**src/trace_pkg.sv**
```systemverilog
/*
 * Pipeline trace definitions
 * Sizes, stamp types and the two table record layouts shared by the trace unit
 */
package trace_pkg;

    ////////////////////////////////////////////////////////////////////////////
    // sizes
    ////////////////////////////////////////////////////////////////////////////

    // table slots, ids wrap modulo this
    localparam int trace_depth = 64;
    localparam int id_w        = 6;
    localparam int cycle_w     = 16;
    localparam int stall_w     = 8;

    // cycles from fetch to write-back with no stall
    localparam int base_latency = 4;
    // saturation point of the stall count
    localparam int stall_max    = 2**stall_w - 1;

    typedef logic [id_w-1:0]    trace_id_t;
    typedef logic [cycle_w-1:0] cycle_t;
    typedef logic [stall_w-1:0] stall_cnt_t;
    typedef logic [31:0]        instr_t;

    ////////////////////////////////////////////////////////////////////////////
    // table records
    ////////////////////////////////////////////////////////////////////////////

    // written as the instruction leaves decode, 72 bits
    typedef struct packed {
        instr_t     instr;
        cycle_t     fetch_cycle;
        cycle_t     decode_cycle;
        stall_cnt_t stall_cnt;
    } front_stamp_t;

    // written as the instruction leaves memory, 32 bits
    typedef struct packed {
        cycle_t execute_cycle;
        cycle_t mem_cycle;
    } back_stamp_t;

endpackage
```
**src/stamp_table.sv**
```systemverilog
/*
 * Stamp table
 * Id-indexed record store with one write port and a registered read port
 */
`timescale 1ns/10ps

module stamp_table
    import trace_pkg::*;
#(
    // record layout held in each slot
    parameter type payload_t = logic [7:0]
) (
    input  logic      clk,
    input  logic      wr_en,
    input  trace_id_t wr_id,
    input  payload_t  wr_data,
    input  trace_id_t rd_id,
    output payload_t  rd_data
);

    ////////////////////////////////////////////////////////////////////////////
    // storage
    ////////////////////////////////////////////////////////////////////////////

    // one slot per id, reused once ids wrap
    payload_t mem [trace_depth];

    // write port
    // a slot is rewritten only after its previous owner retired
    always_ff @(posedge clk) begin
        if (wr_en)
            mem[wr_id] <= wr_data;
    end

    ////////////////////////////////////////////////////////////////////////////
    // read port
    ////////////////////////////////////////////////////////////////////////////

    // data lands one cycle after rd_id
    // a valid read never targets the slot being written in that cycle
    always_ff @(posedge clk) begin
        rd_data <= mem[rd_id];
    end

endmodule

```
**config.mk**
```make
export PLATFORM = sky130hd
export DESIGN_NAME = stamp_table
export DESIGN_NICKNAME = d
export VERILOG_FILES = /design/src/trace_pkg.sv /design/src/stamp_table.sv
export SDC_FILE = /design/constraint.sdc
export NUM_CORES = 1
export LEC_CHECK = 0
export BUFFER_PORTS_ARGS = -buffer_cell sky130_fd_sc_hd__clkbuf_2
export CAP_MARGIN = 20
export CORE_MARGIN = 2
export CORE_UTILIZATION = 55
export DETAILED_ROUTE_END_ITERATION = 6
export HOLD_SLACK_MARGIN = 0.15
export PLACE_DENSITY = 0.74
export SLEW_MARGIN = 20
export SYNTH_ARGS = -nofsm -noshare
export SYNTH_HDL_FRONTEND = slang
export SYNTH_SLANG_ARGS = --single-unit
```
**constraint.sdc**
```tcl
create_clock -name clk -period 1.9 [get_ports clk]
set_clock_uncertainty 0.15 [all_clocks]
set_input_delay 0.095 -clock clk [delete_from_list [all_inputs] [get_ports clk]]
set_output_delay 0.095 -clock clk [all_outputs]
set_load 0.01 [all_outputs]
```
==> metrics <==
status finished with violations; failing checks negative setup slack; fillers 2,260; Std-Cell Core Area 0.0363 mm2; dpl cells 1,535; RePlAce Congestion 0.844; final WL 44,100 um; VDD IR max 0.000788 V; Primary FF master, synth edfxtp_1; DRC 0; buffers plus inverters on the worst setup path 0; die area 0.0382 mm2; ANT cells 0; Via Count 10.1k; Critical Path, Cell by Cell mux4_2 > mux2_2 > o221a_2 > nor3_4 > o32ai_1; Slew HR 51.3%; Distinct cells, synth 40; Gate Count Post-Synth 940; Synth Cell Area 0.0202 mm2; total track usage 23.8%; clock sink count 520; CP Capture Type register; syn nets 962; Post-synth EDFFs 512; Final Instance Count excl. Fillers 1,641; I/O Buffers 29; CP max stage delay 0.47 ns; die height 195 um; worst slew pin tran 0.731 ns; max_cap viols 0; yosys warns 0; row cnt 70; fmax 0.504 GHz; Fin. Hold Viols 0; DR iter-0 viols 1,143; first-pass GRT wire length 65,900 um; delay-heaviest family, CP multiplexers; period utilization 105%; Pwr Density 1020 mW/mm2; worst skew pair latency 0.58 ns; critical path data arrival time 2.26 ns; Final TNS setup -0.368 ns; CTS Buffer Depth 3; leakage power 0.00782 uW; HP Class in -> reg; num ports 30; Worst Path Max Fanout 1; vias in the first global route 10.3k; Worst path slowest cell mux4_2; Post-DRT Antenna Nets 0; largest net degree at the start of global routing 65; Syn Area/Cell 21.5 um2; Overflow after GRT 0; Pre-antenna DRT Iters 5; Worst setup SP type register; min setup slack post-route -0.0860 ns; vias per std cell 6.14; Nets 1,156; number of H-tree levels 2; Reg clk slew, reported paths 0.06 ns; dpl hpwl 27,000 um; Crit Path Category reg -> reg; Area Growth Syn to Fin 18.2%; CP required 2.18 ns; Initial Util 55.5%; power after layout 24,300 uW; register area share after synthesis 77.0%; wire per inst 26.9 um; RSZ-0062 raised after global routing yes; count of pins over their slew limit 0; layout cells sized above 1 35.0%; Die X 195 um; Yosys reg bits 520; CTS Buf Count 49; final setup vio count 6; CTS root buf clkbuf_16; initial antenna violation count 1; CTS tree yes; fraction of registers with async set/reset 0%; Min Clock Period, post-route 1.99 ns
-- worst paths after layout --
| kind | cells past startpoint | from | to | slack, ns |
|---|---|---|---|---|
| worst min register to register | 3 | mem[31][4] | rd_data[4] | 0.72 |
| worst min-delay path | 4 | wr_id[5] | mem[56][3] | 0.19 |
| worst max register to register | 5 | mem[21][4] | rd_data[4] | -0.09 |
| worst max-delay path | 5 | mem[21][4] | rd_data[4] | -0.09 |
-- cells in the mapped netlist (11+ instances only) --
cell / number / area (um2)
nand2_1: 19 / 71.3
buf_2: 11 / 55.1
mux2_2: 13 / 146
mux2i_1: 23 / 230
nor2b_1: 14 / 87.6
clkbuf_1: 17 / 63.8
nand3_1: 13 / 65.1
edfxtp_1: 512 / 15400
mux4_2: 126 / 2840
buf_4: 13 / 97.6
nor2_1: 83 / 312
-- area by class of cell --
| class | count | area, um2 | share of cell area (%) |
|---|---|---|---|
| Clock buffer | 53 | 1280 | 5.38 |
| Clock inverter | 37 | 400 | 1.68 |
| Multi-Input combinational cell | 369 | 4440 | 18.6 |
| Sequential cell | 520 | 15500 | 65.1 |
| Tap cell | 468 | 586 | 2.46 |
| Timing Repair Buffer | 194 | 1600 | 6.71 |
-- timing repair --
action,4_1_cts,5_1_grt
hold buffers,15,0
setup endpoints to repair,8,32
pin swaps,2,3
setup buffers,0,1
gates resized for setup,22,7
hold endpoints to repair,617,0
-- flip-flops by register name (all words and copies together), names as in the netlist --
name	count
mem	512
rd_data	8
-- report_power, final --
group	switching, uW	internal, uW	total (uW)	leakage, uW
clock network	4090	6080	10200	0.000817
registers	45.8	12700	12700	0.00467
logic	765	583	1350	0.00233
total	4900	19400	24300	0.00782
-- layer usage --
metal,wire (um),up-vias,global-route usage [%],part of all wire [%]
met2,21600,459,38.4,49
li1,-,4312,-,-
met5,12,-,0,0.027
met1,17100,5185,32.9,39
met4,1640,2,9.02,3.7
met3,3810,110,4.61,8.6
-- cell usage in the layout, fill, tap and decap left out, drive strengths merged, types with 3 or more instances in the layout --
| cell | instances |
|---|---|
| edfxtp | 512 |
| mux2i | 23 |
| dlygate4sd3 | 14 |
| nand2b | 7 |
| a21oi | 3 |
| clkinvlp | 3 |
| a221oi | 6 |
| a211oi | 4 |
| o2bb2ai | 3 |
| mux4 | 126 |
| o21ai | 4 |
| nor3 | 7 |
| o2111ai | 3 |
| a22oi | 3 |
| buf | 152 |
| dfxtp | 8 |
| nor2b | 14 |
| o221ai | 8 |
| o22ai | 8 |
| bufinv | 9 |
| nor2 | 83 |
| mux2 | 13 |
| nand3 | 13 |
| clkbuf | 80 |
| clkinv | 24 |
| nand3b | 3 |
| nand2 | 19 |
-- through the flow --
stage | util, % | setup WS, ns | cell area (um2) | hold slack (ns)
final | 65.6 | -0.0860 | 23800 | 0.190
after global routing | 65.6 | -0.134 | 23800 | 0.207
after CTS | 65.5 | -0.0869 | 23800 | 0.160
after detailed placement | 60.2 | -0.445 | 21900 | 0.381
after global placement | 60.2 | -0.457 | 21900 | 0.384
after floorplan | - | 0.0150 | 20200 | 0.0439
-- logic make-up after synthesis --
family	share of synthesized area, %
compound gates	2.07
buf+inv	1.57
flops	77.0
mux	15.9
simple gates	3.39
-- worst register-to-register path, cell delays in order (launching register included) --
cell and delay, ns:
edfxtp_1 0.39, mux4_2 0.47, mux2_2 0.28, o221a_2 0.30
nor3_4 0.15, o32ai_1 0.12
No activity file was read; power rests on OpenSTA's default activity.
