File: src/trace_pkg.sv
/*
 * Pipeline trace definitions
 * Sizes, stamp types and the two table record layouts shared by the trace unit
 */
package trace_pkg;

    ////////////////////////////////////////////////////////////////////////////
    // sizes
    ////////////////////////////////////////////////////////////////////////////

    // table slots, ids wrap modulo this
    localparam int trace_depth = 64;
    localparam int id_w        = 6;
    localparam int cycle_w     = 16;
    localparam int stall_w     = 8;

    // cycles from fetch to write-back with no stall
    localparam int base_latency = 4;
    // saturation point of the stall count
    localparam int stall_max    = 2**stall_w - 1;

    typedef logic [id_w-1:0]    trace_id_t;
    typedef logic [cycle_w-1:0] cycle_t;
    typedef logic [stall_w-1:0] stall_cnt_t;
    typedef logic [31:0]        instr_t;

    ////////////////////////////////////////////////////////////////////////////
    // table records
    ////////////////////////////////////////////////////////////////////////////

    // written as the instruction leaves decode, 72 bits
    typedef struct packed {
        instr_t     instr;
        cycle_t     fetch_cycle;
        cycle_t     decode_cycle;
        stall_cnt_t stall_cnt;
    } front_stamp_t;

    // written as the instruction leaves memory, 32 bits
    typedef struct packed {
        cycle_t execute_cycle;
        cycle_t mem_cycle;
    } back_stamp_t;

endpackage
File: src/stage_tracker.sv
/*
 * Stage tracker
 * Runs the cycle counter, walks ids through the five stages under stall
 * and writes the front and back halves of each record into the tables
 */
`timescale 1ns/10ps

module stage_tracker
    import trace_pkg::*;
(
    input  logic         clk,
    input  logic         rst,
    input  logic         stall,
    input  instr_t       fetch_instr,
    output logic         front_wr_en,
    output trace_id_t    front_wr_id,
    output front_stamp_t front_wr_data,
    output logic         back_wr_en,
    output trace_id_t    back_wr_id,
    output back_stamp_t  back_wr_data,
    output logic         wb_valid,
    output trace_id_t    wb_id,
    output cycle_t       wb_cycle
);

    cycle_t     cycle_count;
    // stamp for whatever enters a stage at this edge
    cycle_t     cycle_next;
    trace_id_t  next_id;

    // fetch occupant
    logic       f_valid;
    trace_id_t  f_id;
    instr_t     f_instr;
    cycle_t     f_cycle;
    stall_cnt_t f_stall;

    // decode occupant
    logic       d_valid;
    trace_id_t  d_id;
    instr_t     d_instr;
    cycle_t     d_fetch_cycle;
    cycle_t     d_cycle;
    stall_cnt_t d_stall;

    // execute and memory occupants
    logic       e_valid;
    trace_id_t  e_id;
    cycle_t     e_cycle;
    logic       m_valid;
    trace_id_t  m_id;
    cycle_t     m_exec_cycle;
    cycle_t     m_cycle;

    function automatic stall_cnt_t sat_inc(input stall_cnt_t cnt);
        return (cnt == stall_max) ? cnt : stall_cnt_t'(cnt + 1'b1);
    endfunction

    assign cycle_next = cycle_count + 1'b1;

    ////////////////////////////////////////////////////////////////////////////
    // control state
    ////////////////////////////////////////////////////////////////////////////

    always_ff @(posedge clk) begin
        if (rst) begin
            cycle_count <= '0;
            next_id     <= '0;
            f_valid     <= 1'b0;
            d_valid     <= 1'b0;
            e_valid     <= 1'b0;
            m_valid     <= 1'b0;
            wb_valid    <= 1'b0;
        end else begin
            cycle_count <= cycle_next;
            // stall holds fetch and decode and drops a bubble into execute
            e_valid     <= d_valid && !stall;
            m_valid     <= e_valid;
            wb_valid    <= m_valid;
            if (!stall) begin
                f_valid <= 1'b1;
                d_valid <= f_valid;
                next_id <= next_id + 1'b1;
            end
        end
    end

    ////////////////////////////////////////////////////////////////////////////
    // ids and stamps
    ////////////////////////////////////////////////////////////////////////////

    always_ff @(posedge clk) begin
        if (stall) begin
            // occupants held in the front stages pay for the stall
            if (f_valid)
                f_stall <= sat_inc(f_stall);
            if (d_valid)
                d_stall <= sat_inc(d_stall);
        end else begin
            f_id          <= next_id;
            f_instr       <= fetch_instr;
            f_cycle       <= cycle_next;
            f_stall       <= '0;
            d_id          <= f_id;
            d_instr       <= f_instr;
            d_fetch_cycle <= f_cycle;
            d_cycle       <= cycle_next;
            d_stall       <= f_stall;
            e_id          <= d_id;
            e_cycle       <= cycle_next;
        end
        // back stages never stop
        m_id         <= e_id;
        m_exec_cycle <= e_cycle;
        m_cycle      <= cycle_next;
        wb_id        <= m_id;
        wb_cycle     <= cycle_next;
    end

    // last decode cycle is any non-stall cycle with decode valid
    assign front_wr_en   = d_valid && !stall;
    assign front_wr_id   = d_id;
    assign front_wr_data = '{instr: d_instr, fetch_cycle: d_fetch_cycle,
                             decode_cycle: d_cycle, stall_cnt: d_stall};

    // memory lasts exactly one cycle
    assign back_wr_en   = m_valid;
    assign back_wr_id   = m_id;
    assign back_wr_data = '{execute_cycle: m_exec_cycle, mem_cycle: m_cycle};

    // write-back follows the back write of the same id by one cycle
    a_wb_from_mem: assert property (@(posedge clk) disable iff (rst)
        wb_valid |-> $past(back_wr_en) && $past(back_wr_id) == wb_id
                     && wb_cycle == cycle_t'($past(back_wr_data.mem_cycle) + 1'b1));

endmodule

File: config.mk
export PLATFORM = sky130hd
export DESIGN_NAME = stage_tracker
export DESIGN_NICKNAME = d
export VERILOG_FILES = /design/src/trace_pkg.sv /design/src/stage_tracker.sv
export SDC_FILE = /design/constraint.sdc
export NUM_CORES = 1
export LEC_CHECK = 0
export ABC_CLOCK_PERIOD_IN_PS = 5080
export BUFFER_PORTS_ARGS = -buffer_cell sky130_fd_sc_hd__buf_2
export CAP_MARGIN = 10
export CORE_ASPECT_RATIO = 0.6
export CORE_MARGIN = 2
export CORE_UTILIZATION = 35
export DETAILED_ROUTE_END_ITERATION = 7
export MAX_ROUTING_LAYER = met4
export PLACE_DENSITY_LB_ADDON = 0.08
export SKIP_LAST_GASP = 1
export SLEW_MARGIN = 0
export SYNTH_ARGS = -nofsm -noshare
export SYNTH_HDL_FRONTEND = slang
export SYNTH_SLANG_ARGS = --single-unit
File: constraint.sdc
create_clock -name clk -period 5.08 [get_ports clk]
set_input_delay 0.508 -clock clk [delete_from_list [all_inputs] [get_ports clk]]
set_output_delay 0.508 -clock clk [all_outputs]
set_load 0.1 [all_outputs]
==> results by group <==
Critical path
  • CP Capture Point: d_instr[27]
  • Crit path max-delay cell type: inv_4
  • Max stage delay on crit path: 0.67 ns
  • Critical Path Sink Type: register
  • Critical path's top delay family: buffers and inverters
  • Cell depth of the worst setup path: 3
  • R2r setup slk: 3.30 ns
  • Worst Path Arrival: 2.19 ns
  • Worst R2R End: cycle_count[8]
  • Worst Path Buf+Inv: 3
  • WP data required: 5.20 ns
  • Worst Path Max Fanout: 67
  • Origin of the critical flop-to-flop path: cycle_count[0]
  • Startpoint types: input pin
  • Cell Chain, Critical Path: buf_2 > inv_4 > buf_4
  • CP Class: in2reg
  • CP Launch Point: stall
  • Worst r2r path cells: 4

Timing
  • Final setup vio count: 0
  • Worst hold slack: 0.192 ns
  • RSZ-0062 raised after global routing: false
  • Fmax: 483 MHz
  • Post-route minimum period: 2.07 ns
  • Sum Neg Setup Slack: 0 ns
  • Setup ws final: 3.01 ns
  • Fin. Hold Viols: 0
  • Max-slew violations: 0
  • Max-slew headroom: 44.3%
  • Max Clock Skew: 0.0146 ns
  • Actual slew at the worst max-slew pin: 0.835 ns
  • Fin crit share: 40.8%

Floorplanning
  • Die Span Y: 110 um
  • Io pins: 176
  • Initial core utilization: 36.0%
  • Die width: 180 um
  • Number of cell rows: 38
  • DIE AREA: 19,800 um2
  • Core footprint: 18,200 um2

Power and ir drop
  • Max VDD drop: 0.215 mV
  • Pleak: 0.00343 uW
  • Power per cell area: 461 nW/um2

Layout
  • Cell Count, Final, Fillers Out: 821
  • N_diodes: 0
  • NumNets Final: 606
  • Fill cell count: 1,621
  • Area growth syn-to-layout: 25.5%
  • Ratio of cells with drive above 1 in the final layout: 37.9%
  • Fin area: 8210 um2

Yosys
  • Synth warnings: 0
  • Count of unique library cells instantiated by Yosys: 39
  • Cell type with the largest total area after synthesis: edfxtp_1
  • Net count after synthesis: 431
  • Mapped Area: 6540 um2
  • Seq/Total Area, Yosys: 80.2%
  • Leading post-synthesis cells by cell area: edfxtp_1 56%, dfxtp_1 24%, buf_4 1.8%, nor2b_1 1.5%, xor2_1 1.5%
  • Synth top area share: 56.0%
  • Post-Syn Instances: 392
  • Syn Area/Cell: 16.7 um2
  • Yosys reg bits: 201

Status
  • Status: finished, final reports clean

CTS
  • CTS tree: built
  • Clk buf depth: 3
  • Clk_lat worst skew: 0.49 ns
  • Post-CTS Setup Repair Bufs: 0
  • CTS buffer count: 20
  • Clock sinks: 201
  • Clock-pin slew on the worst setup and hold paths: 0.06 ns
  • H-tree levels: 1
  • Root Buffer: clkbuf_16
  • Post-CTS resize count: 0
  • Hold-fix buffers, CTS: 0

Place
  • GP Congestion: 0.729
  • Hpwl dp: 8190 um
  • Placed Cells: 785
  • IO buf count: 175
  • Post-placement cell area: 7580 um2
  • DP Worst Slack: 2.44 ns

Worst hold path
  • Worst hold path type: in2reg

Global route
  • Global Route Usage Sum: 12.3%
  • GR Overflow Total: 0
  • Initial antenna violation count: 0
  • Number of global-route vias before repair: 3,421
  • Largest net degree at the start of global routing: 68
  • First-pass GRT wire length: 18,500 um

Detailed routing
  • Vias: 3,677
  • Pre-antenna DRT Iters: 4
  • Via-to-Cell Ratio: 4.48
  • Total Wirelength: 12,100 um
  • Antenna viol nets, final: 0
  • DRC: 0
  • Initial DRC Count: 160
  • Routed wire per std cell: 14.8 um

Flow run
  • Maxcap violations: 0
-- report_power, final --
part / total (uW) / switching (uW) / internal [uW]
combinational: 529 / 468 / 61.3
clock: 1390 / 586 / 808
sequential: 1860 / 37.9 / 1830
total: 3790 / 1090 / 2700
-- final cells by class --
type / count / area, um2 / share of cell area [%]
tap: 240 / 300 / 3.66
clock inverter: 5 / 38.8 / 0.472
multi-input combinational: 161 / 1120 / 13.6
timing repair buffer: 176 / 883 / 10.8
inverter: 7 / 28.8 / 0.351
sequential: 201 / 5250 / 63.9
clock buffer: 31 / 593 / 7.22
-- cells in the mapped netlist (all sizes together) --
cell	count
a311oi	3
a211oi	2
or4	1
or2	1
xnor2	6
nand3	11
nand4	6
nor2b	16
and4	1
or3	7
and2	1
nor2	22
nand2	13
nor4	4
buf	17
o21ai	10
edfxtp	122
a41oi	1
a31oi	5
mux2	8
mux2i	4
o211a	1
nand2b	1
nor3	3
ha	4
a21oi	14
nand4b	2
o31ai	1
and3	2
dfxtp	79
inv	7
clkbuf	6
xor2	11
-- metal layers --
metal  part of all wire [%]  routed length, um  global-route usage (%)  vias up
met4                    2.3                277                    3.57        0
met2                     38               4580                    15.8      149
li1                       -                  -                       -     1769
met3                    8.5               1030                    4.01       26
met5                      0                  0                       -        -
met1                     52               6250                    18.1     1733
-- logic make-up after synthesis --
group	synth area share, %
AOI/OAI and AO/OA	3.35
and+or+nand+nor	8.74
xor gates and xnor gates	2.28
DFF	80.2
adders and majority gates	0.765
buffers and inverters	2.66
muxes	1.99
-- per-stage QoR --
step,utilization (%),total power [uW]
after floorplan,-,2350
after global placement,41.7,2430
after detailed placement,41.7,2430
after CTS,45.2,3850
after global routing,45.2,3930
final,45.2,3790
-- cells in the final DEF (no fill, tap or decap), types with 3 or more instances in the layout --
cell       instances
buf_2            175
edfxtp_1         122
dfxtp_1           79
nor2_1            22
clkbuf_16         21
nor2b_1           16
a21oi_1           14
nand2_1           13
xor2_1            11
nand3_1           10
o21ai_0           10
or3_1              7
clkbuf_1           7
inv_1              6
xnor2_1            6
a31oi_1            5
mux2_1             5
nand4_1            4
mux2i_1            4
ha_1               4
mux2_2             3
a311oi_1           3
clkinv_2           3
clkbuf_8           3
-- sequential cells by signal, indices dropped and copies added (netlist names) --
signal         flops
e_cycle           16
m_cycle           16
d_instr           32
m_exec_cycle      16
back_wr_id         6
wb_valid           1
f_stall            8
back_wr_en         1
d_fetch_cycle     16
f_id               6
front_wr_id        6
f_instr           32
wb_id              6
d_valid            1
next_id            6
e_valid            1
d_stall            8
f_valid            1
e_id               6
cycle_count       16
-- how the worst min path moves through the flow --
stage          slack [ns]            start             to  depth (start not counted)
2_1_floorplan        0.32          e_id[0]  back_wr_id[0]                          0
3_3_place_gp         0.32          e_id[2]  back_wr_id[2]                          0
3_5_place_dp         0.33          e_id[5]  back_wr_id[5]                          0
4_1_cts              0.16   fetch_instr[1]     f_instr[1]                          1
5_1_grt              0.16  fetch_instr[10]    f_instr[10]                          1
6_report             0.19   fetch_instr[9]     f_instr[9]                          1
Power figures use the tool's default switching activity.
