## config.mk

```make
export PLATFORM = sky130hd
export DESIGN_NAME = retire_reporter
export DESIGN_NICKNAME = d
export VERILOG_FILES = /design/src/trace_pkg.sv /design/src/retire_reporter.sv
export SDC_FILE = /design/constraint.sdc
export NUM_CORES = 1
export LEC_CHECK = 0
export BUFFER_PORTS_ARGS = -buffer_cell sky130_fd_sc_hd__buf_2
export CORE_AREA = 5 5 104 106
export CTS_CLUSTER_DIAMETER = 60
export DETAILED_ROUTE_END_ITERATION = 10
export DIE_AREA = 0 0 109 111
export SETUP_SLACK_MARGIN = 0.2
export SYNTH_ARGS = -nofsm -noshare
export SYNTH_HDL_FRONTEND = slang
export SYNTH_SLANG_ARGS = --single-unit
export TNS_END_PERCENT = 100
```

## constraint.sdc

```tcl
create_clock -name clk -period 2.8 [get_ports clk]
set_input_delay 0.56 -clock clk [delete_from_list [all_inputs] [get_ports clk]]
set_output_delay 0.56 -clock clk [all_outputs]
set_load 0.02 [all_outputs]
```

## src/trace_pkg.sv

```systemverilog
/*
 * Pipeline trace definitions
 * Sizes, stamp types and the two table record layouts shared by the trace unit
 */
package trace_pkg;

    ////////////////////////////////////////////////////////////////////////////
    // sizes
    ////////////////////////////////////////////////////////////////////////////

    // table slots, ids wrap modulo this
    localparam int trace_depth = 64;
    localparam int id_w        = 6;
    localparam int cycle_w     = 16;
    localparam int stall_w     = 8;

    // cycles from fetch to write-back with no stall
    localparam int base_latency = 4;
    // saturation point of the stall count
    localparam int stall_max    = 2**stall_w - 1;

    typedef logic [id_w-1:0]    trace_id_t;
    typedef logic [cycle_w-1:0] cycle_t;
    typedef logic [stall_w-1:0] stall_cnt_t;
    typedef logic [31:0]        instr_t;

    ////////////////////////////////////////////////////////////////////////////
    // table records
    ////////////////////////////////////////////////////////////////////////////

    // written as the instruction leaves decode, 72 bits
    typedef struct packed {
        instr_t     instr;
        cycle_t     fetch_cycle;
        cycle_t     decode_cycle;
        stall_cnt_t stall_cnt;
    } front_stamp_t;

    // written as the instruction leaves memory, 32 bits
    typedef struct packed {
        cycle_t execute_cycle;
        cycle_t mem_cycle;
    } back_stamp_t;

endpackage
```

## src/retire_reporter.sv

```systemverilog
/*
 * Retire reporter
 * Reads both stamp tables at the write-back id and emits the full
 * retire record one cycle later along with its fetch to write-back latency
 */
`timescale 1ns/10ps

module retire_reporter
    import trace_pkg::*;
(
    input  logic         clk,
    input  logic         rst,
    input  logic         wb_valid,
    input  trace_id_t    wb_id,
    input  cycle_t       wb_cycle,
    input  front_stamp_t front_rd_data,
    input  back_stamp_t  back_rd_data,
    output trace_id_t    rd_id,
    output logic         retire_valid,
    output trace_id_t    retire_id,
    output instr_t       retire_instr,
    output cycle_t       retire_fetch_cycle,
    output cycle_t       retire_decode_cycle,
    output cycle_t       retire_execute_cycle,
    output cycle_t       retire_mem_cycle,
    output cycle_t       retire_wb_cycle,
    output stall_cnt_t   retire_stall_cycles,
    output cycle_t       retire_latency
);

    // previous retire id for the sequence check
    trace_id_t last_id;
    logic      have_last;

    // table lookup follows write-back directly
    assign rd_id = wb_id;

    always_ff @(posedge clk) begin
        if (rst) begin
            retire_valid <= 1'b0;
            have_last    <= 1'b0;
        end else begin
            retire_valid <= wb_valid;
            if (retire_valid)
                have_last <= 1'b1;
        end
    end

    // id and stamp ride along with the table read
    always_ff @(posedge clk) begin
        retire_id       <= wb_id;
        retire_wb_cycle <= wb_cycle;
        if (retire_valid)
            last_id <= retire_id;
    end

    ////////////////////////////////////////////////////////////////////////////
    // record assembly
    ////////////////////////////////////////////////////////////////////////////

    assign retire_instr         = front_rd_data.instr;
    assign retire_fetch_cycle   = front_rd_data.fetch_cycle;
    assign retire_decode_cycle  = front_rd_data.decode_cycle;
    assign retire_stall_cycles  = front_rd_data.stall_cnt;
    assign retire_execute_cycle = back_rd_data.execute_cycle;
    assign retire_mem_cycle     = back_rd_data.mem_cycle;
    // wraps with the cycle counter
    assign retire_latency       = retire_wb_cycle - retire_fetch_cycle;

    // ids retire in fetch order with no gaps
    a_id_sequence: assert property (@(posedge clk) disable iff (rst)
        retire_valid && have_last |-> retire_id == trace_id_t'(last_id + 1'b1));

    // every extra cycle in flight was a front-end stall
    a_latency: assert property (@(posedge clk) disable iff (rst)
        retire_valid && retire_stall_cycles != stall_max
        |-> retire_latency == cycle_t'(base_latency + retire_stall_cycles));

endmodule

```

==> results.txt, run 1 <==
Status: completed
Tmin final: 2.800 ns
Relative slew slack: 77.02%
Num CTS Buffers: 3
Rows: 36
Routed len/inst: 19.27 um
DR vias/cell: 4.178
Mapped Cells: 264
Die height: 111 um
Antenna cells: 0
Starting Density: 22.14%
Worst Setup Start Kind: register
Max VDD drop: 0.0002759 V
CP Cell Sequence: inv_2 -> ha_4 -> fa_2 -> nor2b_4 -> o2111ai_4 -> a21oi_4 -> nor2_4 -> o311ai_4 -> buf_6
CTS tree: done
Vias in the first global route: 1,756
Combinational power share: 49.0%
# setup viols final: 0
Iter 0 DRT Violations: 38
Cell with the most instances after synthesis: buf_4
F_max: 357.2 MHz
Remaining global-route overflow: 0
Final Worst Setup Slack: 0.0001759 ns
Hold/Removal Path Class: input port to register
IO Port Bufs: 101
Post-synth EDFFs: 0
Post-DRT Antenna Nets: 0
Width of the die: 109 um
P&R area growth vs syn: 15.52%
Net Switching: 0.4428 mW
Req. time, crit path: 2.24 ns
Core area: 9684 um2
Fill count: 1,058
Post-DP HPWL: 6918 um
Most frequent cells after synthesis: 110 x buf_4, 23 x dfxtp_1, 20 x inv_1, 15 x ha_1, 13 x a21oi_1
Die area: 12,100 um2
CTS clock-pin slew for the worst setup and hold paths: 0.09 ns
Final Hold Vio Count: 0
Pleak: 1.202 nW
Area share of the largest cell type after synthesis: 38.51%
Sw Share: 38.98%
Post-synthesis register bit count: 23
Mapped Area: 2145 um2
Actual slew at the worst max-slew pin: 0.3420 ns
Library cells used by synthesis: 34
Synth Warn #: 0
I/O pin count: 278
Vias post-DR: 1,717
Hold Path Depth: 1
Clock power frac: 19.8%
Max-cap viol count: 0
Post-synth top area cell: buf_4
Post-route setup TNS: 0 ns
Int Pwr: 0.6930 mW
Most frequently used flop master after synthesis: dfxtp_1
Critical path type: register to output pin
Setup WS pre-CTS: -0.1568 ns
Bufs and invs on worst path: 2
Layout cell share with drive strength beyond 1: 57.55%
Syn_nets: 409
Core Util, Final: 25.58%
Drt total wl: 7922 um
CP Max Fanout: 3
Sequential share of power: 31.2%
Slew Limit Fails: 0
H-tree depth: 1
Critical Path Max Stage Delay: 0.39 ns
Critical Path AT: 2.24 ns
Post-synth ARST share: 0%
Root Driver: clkbuf_8
Cell Pwr Density: 458.5 nW/um2
Unrepaired setup endpoints after global routing: true
Global Route Usage Sum: 11.69%
Number of cells on the critical path: 9
Synth area leaders: buf_4 39%, dfxtp_1 21%, ha_1 8.8%
Initial antenna violation count: 1
Final Cycle Share: 99.99%
Layout Nets: 424
Critical path endpoint category: output pin
Largest net degree at the start of global routing: 15
First-pass GRT wire length: 10,650 um
Syn avg cell area: 8.123 um2
CTS Hold Buffers Added: 0
Drt pass-1 iters: 4
TritonCTS Sinks: 23
CP top delay family: compound AO/OA/AOI/OAI gates
Post-synthesis sequential area ratio: 21.47%
Slowest library cell on the worst path: fa_2
Clock Tree Buf Depth: 2
GPL Wtd Cong: 0.7695
DRC Markers: 0
-- area by class of cell --
| cell class | instances | area (um2) | share of cell area [%] |
|---|---|---|---|
| clock inverters | 1 | 7.507 | 0.3030 |
| repair buffers | 122 | 728.2 | 29.39 |
| multi-input cells | 109 | 989.7 | 39.95 |
| flip-flops and latches | 23 | 464.2 | 18.74 |
| clock buffers | 3 | 41.29 | 1.667 |
| well taps | 133 | 166.4 | 6.717 |
| inverters | 20 | 80.08 | 3.232 |
-- placed cells by master, fill, tap and decap left out, types with 2 or more instances in the layout --
cell | Yosys | routed
xnor2_1 | 9 | 8
o21a_1 | 3 | 3
ha_4 | 0 | 7
ha_1 | 15 | 8
o21ai_1 | 3 | 2
nand2_1 | 11 | 11
inv_1 | 20 | 17
dfxtp_1 | 23 | 20
buf_4 | 110 | 24
inv_4 | 0 | 2
a21oi_2 | 1 | 6
nor3_1 | 4 | 4
nor2_1 | 8 | 7
dfxtp_2 | 0 | 3
nand2b_1 | 6 | 6
o21ai_0 | 3 | 3
a31oi_1 | 3 | 2
o211ai_1 | 2 | 2
clkbuf_8 | 0 | 3
a211oi_2 | 0 | 2
a21oi_1 | 13 | 6
xor2_1 | 3 | 3
nand3_1 | 5 | 5
buf_8 | 0 | 2
a21oi_4 | 0 | 2
buf_6 | 0 | 6
buf_2 | 1 | 90
a21o_1 | 4 | 4
-- logic make-up (layout without fill, tap and decap cells) --
logic type / count (synthesis) / in the layout / share of synthesized area (%)
fa+ha+maj: 16 / 16 / 9.685
compound gates: 39 / 39 / 11.55
simple gates: 42 / 42 / 9.977
flops: 23 / 23 / 21.47
buf+inv: 132 / 146 / 42.41
xor+xnor: 12 / 12 / 4.901
-- state kept, by name, summed over array words and instances (netlist names) --
name             cells
retire_wb_cycle     16
retire_id            6
retire_valid         1
-- what timing repair did --
item | in CTS | in global routing
resized for setup | 33 | 20
setup endpoints to repair | 10 | 10
setup buffers | 2 | 2
pin swaps | 13 | 14
-- power groups by stage --
| stage | clock [mW] | combinational [mW] | sequential (mW) |
|---|---|---|---|
| 2_1_floorplan | 0 | 0.477 | 0.383 |
| 3_3_place_gp | 0 | 0.471 | 0.360 |
| 3_5_place_dp | 0 | 0.477 | 0.361 |
| 4_1_cts | 0.237 | 0.525 | 0.354 |
| 5_1_grt | 0.249 | 0.598 | 0.357 |
| 6_report | 0.225 | 0.556 | 0.355 |
-- per-stage QoR --
step | hold WS [ns] | instance area [um2] | cells | total power [mW]
CTS | 0.3695 | 2367 | 409 | 1.116
global route | 0.3590 | 2477 | 411 | 1.204
floorplan | 0.5877 | 2197 | 264 | 0.8598
global placement | 0.6622 | 2162 | 403 | 0.8313
finish | 0.3789 | 2477 | 411 | 1.136
detailed placement | 0.6639 | 2162 | 403 | 0.8375
-- worst paths after layout --
check / slack (ns) / from / to
max: 0.0002 / retire_wb_cycle[0]$_DFF_P_ / retire_latency[12]
min: 0.38 / wb_cycle[5] / retire_wb_cycle[5]$_DFF_P_
-- per-layer routing --
layer	share of wire [%]	GRT usage, %	up-vias
met5	0.16	0	-
met3	19	9.027	20
met4	2.0	3.704	2
li1	-	-	781
met1	22	7.877	766
met2	56	22.93	148
(Power assumes the default switching activity.)
==> run 2, diff against run 1 <==
--- a/config.mk
+++ b/config.mk
@@ -10,6 +10,7 @@
 export CTS_CLUSTER_DIAMETER = 60
 export DETAILED_ROUTE_END_ITERATION = 10
 export DIE_AREA = 0 0 109 111
+export REMOVE_ABC_BUFFERS = 1
 export SETUP_SLACK_MARGIN = 0.2
 export SYNTH_ARGS = -nofsm -noshare
 export SYNTH_HDL_FRONTEND = slang
==> results.txt, run 2 (synthesis results as in run 1) <==
Status: complete, but fails checks
Failing checks: negative setup slack
Number of cells on the critical path: 10 (+1)
Placed insts: 416 (+3.2%)
Unrepaired setup endpoints after global routing: true
Max-cap viol count: 0 (unchanged)
Drt pass-1 iters: 4 (unchanged)
Max reg flops: 16 (unchanged)
Critical path type: register to output pin
Reg area: 467.9 um2 (+0.81%)
Relative slew slack: 74.06% (-3.0 points)
Hold Path Depth: 1 (unchanged)
Cell Pwr Density: 454.7 nW/um2 (-0.83%)
Drt total wl: 15,950 um (+100%)
Clock power frac: 18.7% (-1.1 points)
TritonCTS Sinks: 23 (unchanged)
Slowest library cell on the worst path: or4_4
Layout Nets: 439 (+3.5%)
Int Pwr: 0.7196 mW (+3.8%)
Layout cell share with drive strength beyond 1: 60.41% (+2.9 points)
Worst Setup Start Kind: register
Slew Limit Fails: 0 (unchanged)
# setup viols final: 3 (+3)
IO Port Bufs: 101 (unchanged)
Bufs and invs on worst path: 3 (+1)
Area of the multi-input gates: 964.7 um2 (-2.5%)
Root Driver: clkbuf_8
Largest net degree at the start of global routing: 15 (unchanged)
Final Cycle Share: 103.4% (+3.4 points)
Vias in the first global route: 1,885 (+7.3%)
Critical Path AT: 2.33 ns (+0.09 ns)
Critical path endpoint category: output pin
Final Hold Vio Count: 0 (unchanged)
Req. time, crit path: 2.24 ns (about the same)
Final Non-Filler Cells: 426 (+3.6%)
Rows: 36 (unchanged)
Fill count: 1,063 (+0.47%)
Final Worst Setup Slack: -0.09457 ns (-0.09475 ns)
Most frequent cells in the layout: 88 x buf_2, 39 x buf_4, 19 x dfxtp_1
Core area: 9684 um2 (unchanged)
Sw Share: 38.50% (-0.48 points)
H-tree depth: 1 (unchanged)
Reg with most FFs: retire_wb_cycle
Critical Path Max Stage Delay: 0.49 ns (+0.10 ns)
Biggest regs: retire_wb_cycle x16, retire_id x6, retire_valid x1
P&R area growth vs syn: 20.01%
Core Util, Final: 26.58% (+0.99 points)
DRC Markers: 0 (unchanged)
CTS clock-pin slew for the worst setup and hold paths: 0.09 ns (about the same)
Global Route Usage Sum: 25.37% (+14 points)
Hold/Removal Path Class: input port to register
Vias post-DR: 1,861 (+8.4%)
Net Switching: 0.4506 mW (+1.8%)
Initial antenna violation count: 0 (-1)
CP Cell Sequence: inv_4 -> ha_4 -> fa_2 -> nor2b_4 -> o2111ai_4 -> a21oi_2 -> buf_4 -> or4_4 -> o311ai_4 -> buf_6
F_max: 345.5 MHz (-3.3%)
DR vias/cell: 4.369 (+4.6%)
First-pass GRT wire length: 19,600 um (+84%)
Iter 0 DRT Violations: 62 (+63%)
Tmin final: 2.895 ns (+0.09475 ns)
CP top delay family: simple AND/OR/NAND/NOR gates
Routed len/inst: 37.45 um (+94%)
Commonest non-fill, non-tap cell in the layout: buf_2
Clock Tree Buf Depth: 2 (unchanged)
Post-DP HPWL: 14,850 um (+110%)
Actual slew at the worst max-slew pin: 0.3861 ns (+0.04408 ns)
CTS tree: done
Post-DRT Antenna Nets: 0 (unchanged)
Pleak: 1.279 nW (+6.4%)
GPL Wtd Cong: 0.8792 (+14%)
Sequential share of power: 30.5% (-0.7 points)
Die height: 111 um (unchanged)
Antenna cells: 0 (unchanged)
Starting Density: 22.14% (unchanged)
Combinational power share: 50.7% (+1.7 points)
CP Max Fanout: 3 (unchanged)
Die area: 12,100 um2 (unchanged)
I/O pin count: 278 (unchanged)
Remaining global-route overflow: 0 (unchanged)
Num CTS Buffers: 3 (unchanged)
Width of the die: 109 um (unchanged)
Max VDD drop: 0.0002982 V (+8.1%)
[run 2: changes by cell type in the layout (fill, tap and decap cells not counted), moves of 2 or more]
cell	before	now
buf_4	24	39
buf_6	6	10
a21oi_4	2	0
buf_2	90	88
buf_8	2	0
ha_4	7	5
[run 2: final cells by class]
cell class / count / share of cell area, %
inverter: 20 / 3.111
clock buffer: 3 / 1.604
multi-input combinational: 109 / 37.48
tap: 133 / 6.466
timing repair buffer: 137 / 32.86
clock inverter: 1 / 0.2917
sequential: 23 / 18.18
[run 2: power by group through the flow]
stage / clock, mW / sequential [mW] / combinational, mW
after floorplan: 0 / 0.382 / 0.229
after global placement: 0 / 0.363 / 0.487
after detailed placement: 0 / 0.363 / 0.488
after CTS: 0.228 / 0.357 / 0.545
after global routing: 0.242 / 0.360 / 0.640
final: 0.219 / 0.357 / 0.594
[run 2: per-stage QoR]
stage	setup WS, ns	setup TNS [ns]	hold slack (ns)	instance area [um2]	power (mW)
global route	-0.1749	-0.6213	0.3601	2574	1.243
global placement	-0.2271	-0.6073	0.6619	2207	0.8497
CTS	-0.1482	-0.2990	0.3672	2449	1.130
floorplan	-0.1471	-0.1471	0.5877	1310	0.6116
finish	-0.09457	-0.2242	0.3779	2574	1.170
detailed placement	-0.2732	-0.6963	0.6636	2207	0.8510
[run 2: layer usage]
layer  GRT usage, %  wire (um)  vias up  share of wire, %
li1               -          -      818                 -
met1          15.84       3327      761                21
met4          7.828        495        4               3.1
met5          9.375        119        -              0.75
met2          39.07       7010      254                44
met3          35.82       5000       24                31
[run 2: timing repair]
item	CTS	global route
endpoints found under the setup margin	10	10
pin swaps	16	18
hold buffers	0	0
buffers inserted	2	4
resized for setup	41	22
[run 2: final timing paths]
check | from | endpoint | slack [ns]
setup / recovery | retire_wb_cycle[0]$_DFF_P_ | retire_latency[12] | -0.09
hold / removal | wb_cycle[9] | retire_wb_cycle[9]$_DFF_P_ | 0.38
